**config.mk**
```make
export PLATFORM = sky130hd
export DESIGN_NAME = booth_mult_top
export DESIGN_NICKNAME = d
export VERILOG_FILES = /design/src/hdl/mult_pkg.sv /design/src/hdl/csa_row.sv /design/src/hdl/booth_decode.sv /design/src/hdl/wallace_execute.sv /design/src/hdl/product_result.sv /design/src/hdl/booth_mult_top.sv
export VERILOG_INCLUDE_DIRS = /design/src /design/src/hdl
export SDC_FILE = /design/constraint.sdc
export NUM_CORES = 1
export LEC_CHECK = 0
export BUFFER_PORTS_ARGS = -buffer_cell sky130_fd_sc_hd__buf_2
export CAP_MARGIN = 20
export CORE_MARGIN = 5
export CORE_UTILIZATION = 63
export CTS_BUF_LIST = sky130_fd_sc_hd__clkbuf_16
export DETAILED_ROUTE_END_ITERATION = 6
export PLACE_DENSITY = 0.86
export SLEW_MARGIN = 20
export SYNTH_ARGS = -nofsm -noshare
export SYNTH_HDL_FRONTEND = slang
export SYNTH_SLANG_ARGS = --single-unit
```
**constraint.sdc**
```tcl
create_clock -name clk -period 3.4 [get_ports clk]
set_clock_uncertainty 0.05 [all_clocks]
set_input_delay 0.68 -clock clk [delete_from_list [all_inputs] [get_ports clk]]
set_output_delay 0.68 -clock clk [all_outputs]
set_load 0.01 [all_outputs]
```
**src/hdl/mult_config.svh**
```systemverilog
`ifndef MULT_CONFIG_SVH
`define MULT_CONFIG_SVH

// operand and product widths
`define MULT_A_W 18
`define MULT_P_W 36

// a Booth row is two bits wider than an operand so that twice the multiplicand fits
`define MULT_PP_W 20
`define MULT_PP_N 9

// stage register enables, 1 places a register at that point and 0 leaves it combinational
`define MULT_PIPE_DEC  1
`define MULT_PIPE_LVL3 1
`define MULT_PIPE_LVL5 1
`define MULT_PIPE_OUT  1

// cycles from an accepted operand pair to its product
`define MULT_LATENCY (`MULT_PIPE_DEC + `MULT_PIPE_LVL3 + `MULT_PIPE_LVL5 + `MULT_PIPE_OUT)

`endif

```
**src/hdl/mult_pkg.sv**
```systemverilog
`include "mult_config.svh"

package mult_pkg;

  // both operands are two's complement
  typedef struct packed {
    logic signed [`MULT_A_W-1:0] mcand;
    logic signed [`MULT_A_W-1:0] mplier;
  } operands_t;

  // row i carries weight 4**i and is already sign-extended to the row width
  // negative rows are only inverted, the missing +1 sits at bit 2i of neg
  typedef struct packed {
    logic [`MULT_PP_N-1:0][`MULT_PP_W-1:0] row;
    logic [`MULT_A_W-1:0]                  neg;
  } pp_rows_t;

  // sum bit k has weight 2**k
  // carry bit k is the majority output at column k, so it still needs one left shift
  typedef struct packed {
    logic [`MULT_P_W-1:0] sum;
    logic [`MULT_P_W-1:0] carry;
  } csa_pair_t;

endpackage

```
**src/hdl/csa_row.sv**
```systemverilog
module csa_row #(
  parameter int WIDTH = 36
) (
  input  logic [WIDTH-1:0] a,
  input  logic [WIDTH-1:0] b,
  input  logic [WIDTH-1:0] c,
  output logic [WIDTH-1:0] sum,
  output logic [WIDTH-1:0] carry
);

  // one full adder per column, no carry ripples between columns
  assign sum   = a ^ b ^ c;
  // the carry stays at its own column, the caller moves it up by one
  assign carry = (a & b) | (a & c) | (b & c);

endmodule

```
**src/hdl/booth_decode.sv**
```systemverilog
`include "mult_config.svh"

module booth_decode (
  input  logic                clk,
  input  logic                rstn,
  input  logic                in_valid,
  input  mult_pkg::operands_t in_ops,
  output logic                pp_valid,
  output mult_pkg::pp_rows_t  pp
);
  import mult_pkg::*;

  logic [`MULT_A_W:0]    mplier_ext;
  logic [`MULT_PP_W-1:0] mcand_x1;
  logic [`MULT_PP_W-1:0] mcand_x2;
  pp_rows_t              pp_d;

  // an implicit zero sits below bit 0 of the multiplier
  assign mplier_ext = {in_ops.mplier, 1'b0};
  assign mcand_x1   = {{(`MULT_PP_W-`MULT_A_W){in_ops.mcand[`MULT_A_W-1]}}, in_ops.mcand};
  assign mcand_x2   = {mcand_x1[`MULT_PP_W-2:0], 1'b0};

  always_comb begin
    logic [2:0]            triple;
    logic [`MULT_PP_W-1:0] sel;
    logic                  neg;
    pp_d = '0;
    for (int i = 0; i < `MULT_PP_N; i++) begin
      triple = mplier_ext[2*i +: 3];
      // 111 is a zero digit and must not raise the correction bit
      neg = triple[2] & ~(triple[1] & triple[0]);
      case (triple)
        3'b001, 3'b010, 3'b101, 3'b110: sel = mcand_x1;
        3'b011, 3'b100:                 sel = mcand_x2;
        default:                        sel = '0;
      endcase
      pp_d.row[i]     = neg ? ~sel : sel;
      pp_d.neg[2*i]   = neg;
    end
  end

  generate
    if (`MULT_PIPE_DEC) begin : g_pipe
      always_ff @(posedge clk or negedge rstn) begin
        if (!rstn) begin
          pp_valid <= 1'b0;
          pp       <= '0;
        end else begin
          pp_valid <= in_valid;
          pp       <= pp_d;
        end
      end
    end else begin : g_comb
      assign pp_valid = in_valid;
      assign pp       = pp_d;
    end
  endgenerate

endmodule

```
**src/hdl/wallace_execute.sv**
```systemverilog
`include "mult_config.svh"

module wallace_execute (
  input  logic                clk,
  input  logic                rstn,
  input  logic                pp_valid,
  input  mult_pkg::pp_rows_t  pp,
  output logic                cs_valid,
  output mult_pkg::csa_pair_t cs
);
  import mult_pkg::*;

  logic [`MULT_P_W-1:0] lvl0 [`MULT_PP_N+1];
  logic [`MULT_P_W-1:0] lvl1 [7];
  logic [`MULT_P_W-1:0] lvl2 [5];
  logic [`MULT_P_W-1:0] lvl3 [4];
  logic [`MULT_P_W-1:0] lvl3_q [4];
  logic [`MULT_P_W-1:0] lvl4 [3];
  logic [`MULT_P_W-1:0] lvl3_carry;
  logic [`MULT_P_W-1:0] lvl4_carry;
  logic [`MULT_P_W-1:0] lvl5_sum;
  logic [`MULT_P_W-1:0] lvl5_carry;
  logic                 lvl3_valid;
  csa_pair_t            cs_d;

  // place every Booth row at its product weight
  always_comb begin
    for (int i = 0; i < `MULT_PP_N; i++) begin
      lvl0[i] = {{(`MULT_P_W-`MULT_PP_W){pp.row[i][`MULT_PP_W-1]}}, pp.row[i]} << (2*i);
    end
    lvl0[`MULT_PP_N] = {{(`MULT_P_W-`MULT_A_W){1'b0}}, pp.neg};
  end

  // 10 rows to 7
  for (genvar k = 0; k < 3; k++) begin : g_lvl1
    logic [`MULT_P_W-1:0] carry;
    csa_row #(.WIDTH(`MULT_P_W)) u_csa (
      .a    (lvl0[3*k]),
      .b    (lvl0[3*k+1]),
      .c    (lvl0[3*k+2]),
      .sum  (lvl1[2*k]),
      .carry(carry)
    );
    assign lvl1[2*k+1] = {carry[`MULT_P_W-2:0], 1'b0};
  end
  assign lvl1[6] = lvl0[`MULT_PP_N];

  // 7 rows to 5
  for (genvar k = 0; k < 2; k++) begin : g_lvl2
    logic [`MULT_P_W-1:0] carry;
    csa_row #(.WIDTH(`MULT_P_W)) u_csa (
      .a    (lvl1[3*k]),
      .b    (lvl1[3*k+1]),
      .c    (lvl1[3*k+2]),
      .sum  (lvl2[2*k]),
      .carry(carry)
    );
    assign lvl2[2*k+1] = {carry[`MULT_P_W-2:0], 1'b0};
  end
  assign lvl2[4] = lvl1[6];

  // 5 rows to 4
  csa_row #(.WIDTH(`MULT_P_W)) u_csa3 (
    .a    (lvl2[0]),
    .b    (lvl2[1]),
    .c    (lvl2[2]),
    .sum  (lvl3[0]),
    .carry(lvl3_carry)
  );
  assign lvl3[1] = {lvl3_carry[`MULT_P_W-2:0], 1'b0};
  assign lvl3[2] = lvl2[3];
  assign lvl3[3] = lvl2[4];

  generate
    if (`MULT_PIPE_LVL3) begin : g_pipe3
      always_ff @(posedge clk or negedge rstn) begin
        if (!rstn) begin
          lvl3_valid <= 1'b0;
          lvl3_q     <= '{default: '0};
        end else begin
          lvl3_valid <= pp_valid;
          lvl3_q     <= lvl3;
        end
      end
    end else begin : g_comb3
      assign lvl3_valid = pp_valid;
      assign lvl3_q     = lvl3;
    end
  endgenerate

  // 4 rows to 3
  csa_row #(.WIDTH(`MULT_P_W)) u_csa4 (
    .a    (lvl3_q[0]),
    .b    (lvl3_q[1]),
    .c    (lvl3_q[2]),
    .sum  (lvl4[0]),
    .carry(lvl4_carry)
  );
  assign lvl4[1] = {lvl4_carry[`MULT_P_W-2:0], 1'b0};
  assign lvl4[2] = lvl3_q[3];

  // 3 rows to the final pair, the carry leaves unshifted
  csa_row #(.WIDTH(`MULT_P_W)) u_csa5 (
    .a    (lvl4[0]),
    .b    (lvl4[1]),
    .c    (lvl4[2]),
    .sum  (lvl5_sum),
    .carry(lvl5_carry)
  );
  assign cs_d = '{sum: lvl5_sum, carry: lvl5_carry};

  generate
    if (`MULT_PIPE_LVL5) begin : g_pipe5
      always_ff @(posedge clk or negedge rstn) begin
        if (!rstn) begin
          cs_valid <= 1'b0;
          cs       <= '0;
        end else begin
          cs_valid <= lvl3_valid;
          cs       <= cs_d;
        end
      end
    end else begin : g_comb5
      assign cs_valid = lvl3_valid;
      assign cs       = cs_d;
    end
  endgenerate

endmodule

```
**src/hdl/product_result.sv**
```systemverilog
`include "mult_config.svh"

module product_result (
  input  logic                        clk,
  input  logic                        rstn,
  input  logic                        cs_valid,
  input  mult_pkg::csa_pair_t         cs,
  output logic                        out_valid,
  output logic signed [`MULT_P_W-1:0] product
);

  logic [`MULT_P_W-1:0] total;

  // the carry out of the top column is dropped, which gives the product modulo 2**36
  assign total = cs.sum + {cs.carry[`MULT_P_W-2:0], 1'b0};

  generate
    if (`MULT_PIPE_OUT) begin : g_pipe
      always_ff @(posedge clk or negedge rstn) begin
        if (!rstn) begin
          out_valid <= 1'b0;
          product   <= '0;
        end else begin
          out_valid <= cs_valid;
          product   <= total;
        end
      end
    end else begin : g_comb
      assign out_valid = cs_valid;
      assign product   = total;
    end
  endgenerate

endmodule

```
**src/hdl/booth_mult_top.sv**
```systemverilog
`include "mult_config.svh"

module booth_mult_top (
  input  logic                        clk,
  input  logic                        rstn,
  input  logic                        in_valid,
  input  mult_pkg::operands_t         in_ops,
  output logic                        out_valid,
  output logic signed [`MULT_P_W-1:0] product
);
  import mult_pkg::*;

  logic      pp_valid;
  pp_rows_t  pp;
  logic      cs_valid;
  csa_pair_t cs;

  booth_decode u_decode (
    .clk     (clk),
    .rstn    (rstn),
    .in_valid(in_valid),
    .in_ops  (in_ops),
    .pp_valid(pp_valid),
    .pp      (pp)
  );

  wallace_execute u_execute (
    .clk     (clk),
    .rstn    (rstn),
    .pp_valid(pp_valid),
    .pp      (pp),
    .cs_valid(cs_valid),
    .cs      (cs)
  );

  product_result u_result (
    .clk      (clk),
    .rstn     (rstn),
    .cs_valid (cs_valid),
    .cs       (cs),
    .out_valid(out_valid),
    .product  (product)
  );

endmodule

```
==> results by group <==
Floorplanning
  – Die W: 191 um
  – Height of the die: 191 um
  – Row count: 66
  – Die ar.: 36400 um^2
  – Core area: 32400 um^2
  – # IOs: 76
  – Initial Utilization: 63.5%

Hold path
  – HP Class: primary input to asynchronous set/reset pin

Final layout
  – Nets: 2045
  – Commonest non-fill, non-tap cell in the layout: dfrtp_1
  – Layout cells sized above 1: 9.44%
  – Design area: 22500 um^2
  – Area Growth Syn to Fin: 9.61%
  – Commonest cells after routing, fill and taps aside: dfrtp_1, inv_1, xor2_1
  – Fillers: 2185

Global route
  – Gr ovfl total: 0
  – Pin count of the biggest net entering global routing: 91
  – Initial antenna violation count: 3
  – Total track usage: 28.1%
  – First-pass GRT wire length: 79900 um
  – Vias in the first global route: 14.2k

Timing
  – Setup TNS Final: 0 ns
  – Tcrit/Tclk final: 83.6%
  – # setup viols final: 0
  – Final Hold Viols: 0
  – Worst Tran Pin Value: 1.06 ns
  – Slew headroom: 28.3%
  – Post-layout min period: 2.84 ns
  – Final Worst Setup Slack: 0.557 ns
  – Fmax achieved: 352 MHz
  – RSZ-0062 raised after global routing: false
  – Max-slew violation count: 0

Synth
  – Post-synthesis cell count: 1747
  – Adder-cell share of the synthesized area: 20.2%
  – Synth area leader: dfrtp_1
  – Synth Flop Type: dfrtp_1
  – Simple-gate area share of the yosys netlist: 5.30%
  – Avg Synthesized Cell Area: 11.8 um^2
  – FFs w/ async S/R, synth: 100%
  – Largest family of logic cells by synthesized area: adder cells
  – Yosys warns: 0
  – Post-Synth XOR/XNOR Area: 7.79%
  – Post-synth top area share: 47.1%
  – Compound-Gate Fraction of Synth Area: 12.5%
  – Yosys reg bits: 387
  – Area contributors post-synth: dfrtp_1, fa_1, xor2_1
  – EDFF count, synth: 0
  – Mapped cell area: 20600 um^2
  – Cell variety after synth: 55
  – Synth Net Count: 2025
  – Sequential area share after synthesis: 47.1%
  – Multiplexer share of the synthesized area: 0.979%

Clock tree
  – Clk_lat worst skew: 0.54 ns
  – Post-CTS Setup Bufs: 0
  – H-tree depth: 2
  – Hold buffers post-CTS: 0
  – Max clock buf depth: 3
  – CTS tree: built
  – Post_cts resized: 0
  – CTS Buf Count: 39
  – Clk Tree Root Cell: clkbuf_16
  – Clk sinks: 387
  – Reg clk slew, reported paths: 0.06 ns

Routing
  – DR iter-0 viols: 1542
  – Via density: 6.05
  – Final WL: 49200 um
  – Residual DRC: 0
  – Vias: 13.5k
  – Final ANT Viol Nets: 0
  – DR pass1 iterations: 7
  – Wire per inst: 22.0 um

Worst setup path
  – Setup CP Type: flop to flop
  – Crit path required time: 3.80 ns
  – CP arrival: 3.24 ns
  – Worst path cell trace: ha_1 -> ha_1 -> a211oi_1 -> o31ai_1 -> a21oi_1 -> o221ai_1 -> o31ai_1 -> mux2i_1
  – CP peak stage delay: 0.42 ns
  – Critical-path top delay cell: a211oi_1
  – Critical Path Fanout Max: 5
  – Crit path buf inv count: 0
  – Crit start category: flop
  – Family with the most delay on the worst path: compound AO/OA/AOI/OAI gates
  – Critical path endpoint category: flop

Power and ir drop
  – PwrDens: 797 nW/um^2
  – P_leak: 0.0110 uW
  – Worst vdd ir: 0.351 mV

Place
  – RD Place Congestion: 0.893
  – Hpwl dp: 33600 um
  – Number of I/O port buffers: 75
  – Area after DPL: 21300 um^2
  – Place WS: 0.577 ns

Job
  – Max-cap viol count: 0

Status
  – Outcome: complete, no violations
kinds of logic after synthesis:
kind of cell               after synthesis
muxes                                   20
and+or+nand+nor                        243
xor gates and xnor gates               183
DFF                                    387
AOI/OAI and AO/OA                      341
adders and majority gates              239
buffers and inverters                  334
worst register-to-register path, stage by stage, from the launching register on:
cell and delay (ns):
dfrtp_1 0.39, ha_1 0.25, ha_1 0.24, a211oi_1 0.42, o31ai_1 0.18, a21oi_1 0.31
o221ai_1 0.30, o31ai_1 0.39, mux2i_1 0.22
flip-flops by register name (all words and copies together), names as in the netlist:
| signal | count |
|---|---|
| u_decode.pp | 180 |
| u_decode.pp_valid | 1 |
| u_execute.cs | 68 |
| u_execute.cs_valid | 1 |
| u_execute.lvl3_q | 99 |
| u_execute.lvl3_valid | 1 |
| u_result.out_valid | 1 |
| u_result.product | 36 |
path summary, 6_finish.rpt:
check                                                from                        endpoint  slack [ns]  cells after the start
min in group clk                                 in_valid     u_decode.pp_valid$_DFF_PN0_        0.21                      1
max in group asynchronous                            rstn      u_execute.cs[70]$_DFF_PN0_        2.30                      2
worst min register to register  u_decode.pp[16]$_DFF_PN0_  u_execute.lvl3_q[16]$_DFF_PN0_        0.30                      0
worst max-delay path            u_execute.cs[0]$_DFF_PN0_  u_result.product[33]$_DFF_PN0_        0.56                      8
worst max register to register  u_execute.cs[0]$_DFF_PN0_  u_result.product[33]$_DFF_PN0_        0.56                      8
worst min-delay path                                 rstn       u_decode.pp[83]$_DFF_PN0_         0.1                      1
stage by stage:
| stage | hold WS [ns] | instances | utilization [%] | total power [uW] |
|---|---|---|---|---|
| 6_report | 0.0982 | 2234 | 69.6 | 18000 |
| 5_1_grt | 0.171 | 2233 | 69.6 | 19200 |
| 4_1_cts | 0.143 | 2233 | 69.6 | 18000 |
| 3_5_place_dp | 0.285 | 2168 | 65.8 | 13500 |
| 3_3_place_gp | 0.283 | 2168 | 65.7 | 12900 |
| 2_1_floorplan | 0.281 | 1747 | - | 11100 |
layout make-up:
type / count / area [um^2] / share of cell area (%)
tap: 442 / 553 / 2.45
multi-input combinational: 1026 / 9630 / 42.7
clock inverter: 26 / 263 / 1.17
clock buffer: 39 / 976 / 4.33
antenna: 1 / 2.50 / 0.0111
sequential: 387 / 9680 / 43.0
timing repair buffer: 106 / 656 / 2.91
inverter: 207 / 777 / 3.45
where the power goes:
part           leakage, uW  switching (uW)  internal [uW]  total (uW)
clock             0.000623            1780           2470        4250
sequential         0.00476             586           5970        6560
combinational      0.00566            4240           2920        7160
total               0.0110            6600          11400       18000
synthesized netlist by cell type (all sizes together) (2+ instances only):
cell / n
and3: 7
a221oi: 5
nor3b: 7
nor2: 132
nor2b: 10
nor4: 3
a31oi: 8
nand4: 9
o21bai: 5
a22oi: 36
a211oi: 2
ha: 85
nand3b: 8
a21oi: 47
xor2: 159
and2: 8
a211o: 3
dfrtp: 387
mux2i: 19
nand3: 4
xnor2: 24
a21o: 22
o211ai: 4
buf: 13
or3: 2
clkbuf: 114
nor3: 4
a22o: 17
inv: 207
a41oi: 2
or4: 2
nand2: 46
o31ai: 4
o22ai: 4
o21ai: 73
a221o: 100
fa: 154
o211a: 2
per-layer routing:
layer | vias up | track usage (%) | part of all wire (%)
met5 | - | 0 | 0
met3 | 130 | 6.04 | 9.1
li1 | 5808 | - | -
met2 | 748 | 46.2 | 48
met4 | 0 | 8.40 | 3.4
met1 | 6821 | 38.4 | 39
No activity file was read; power rests on OpenSTA's default activity.
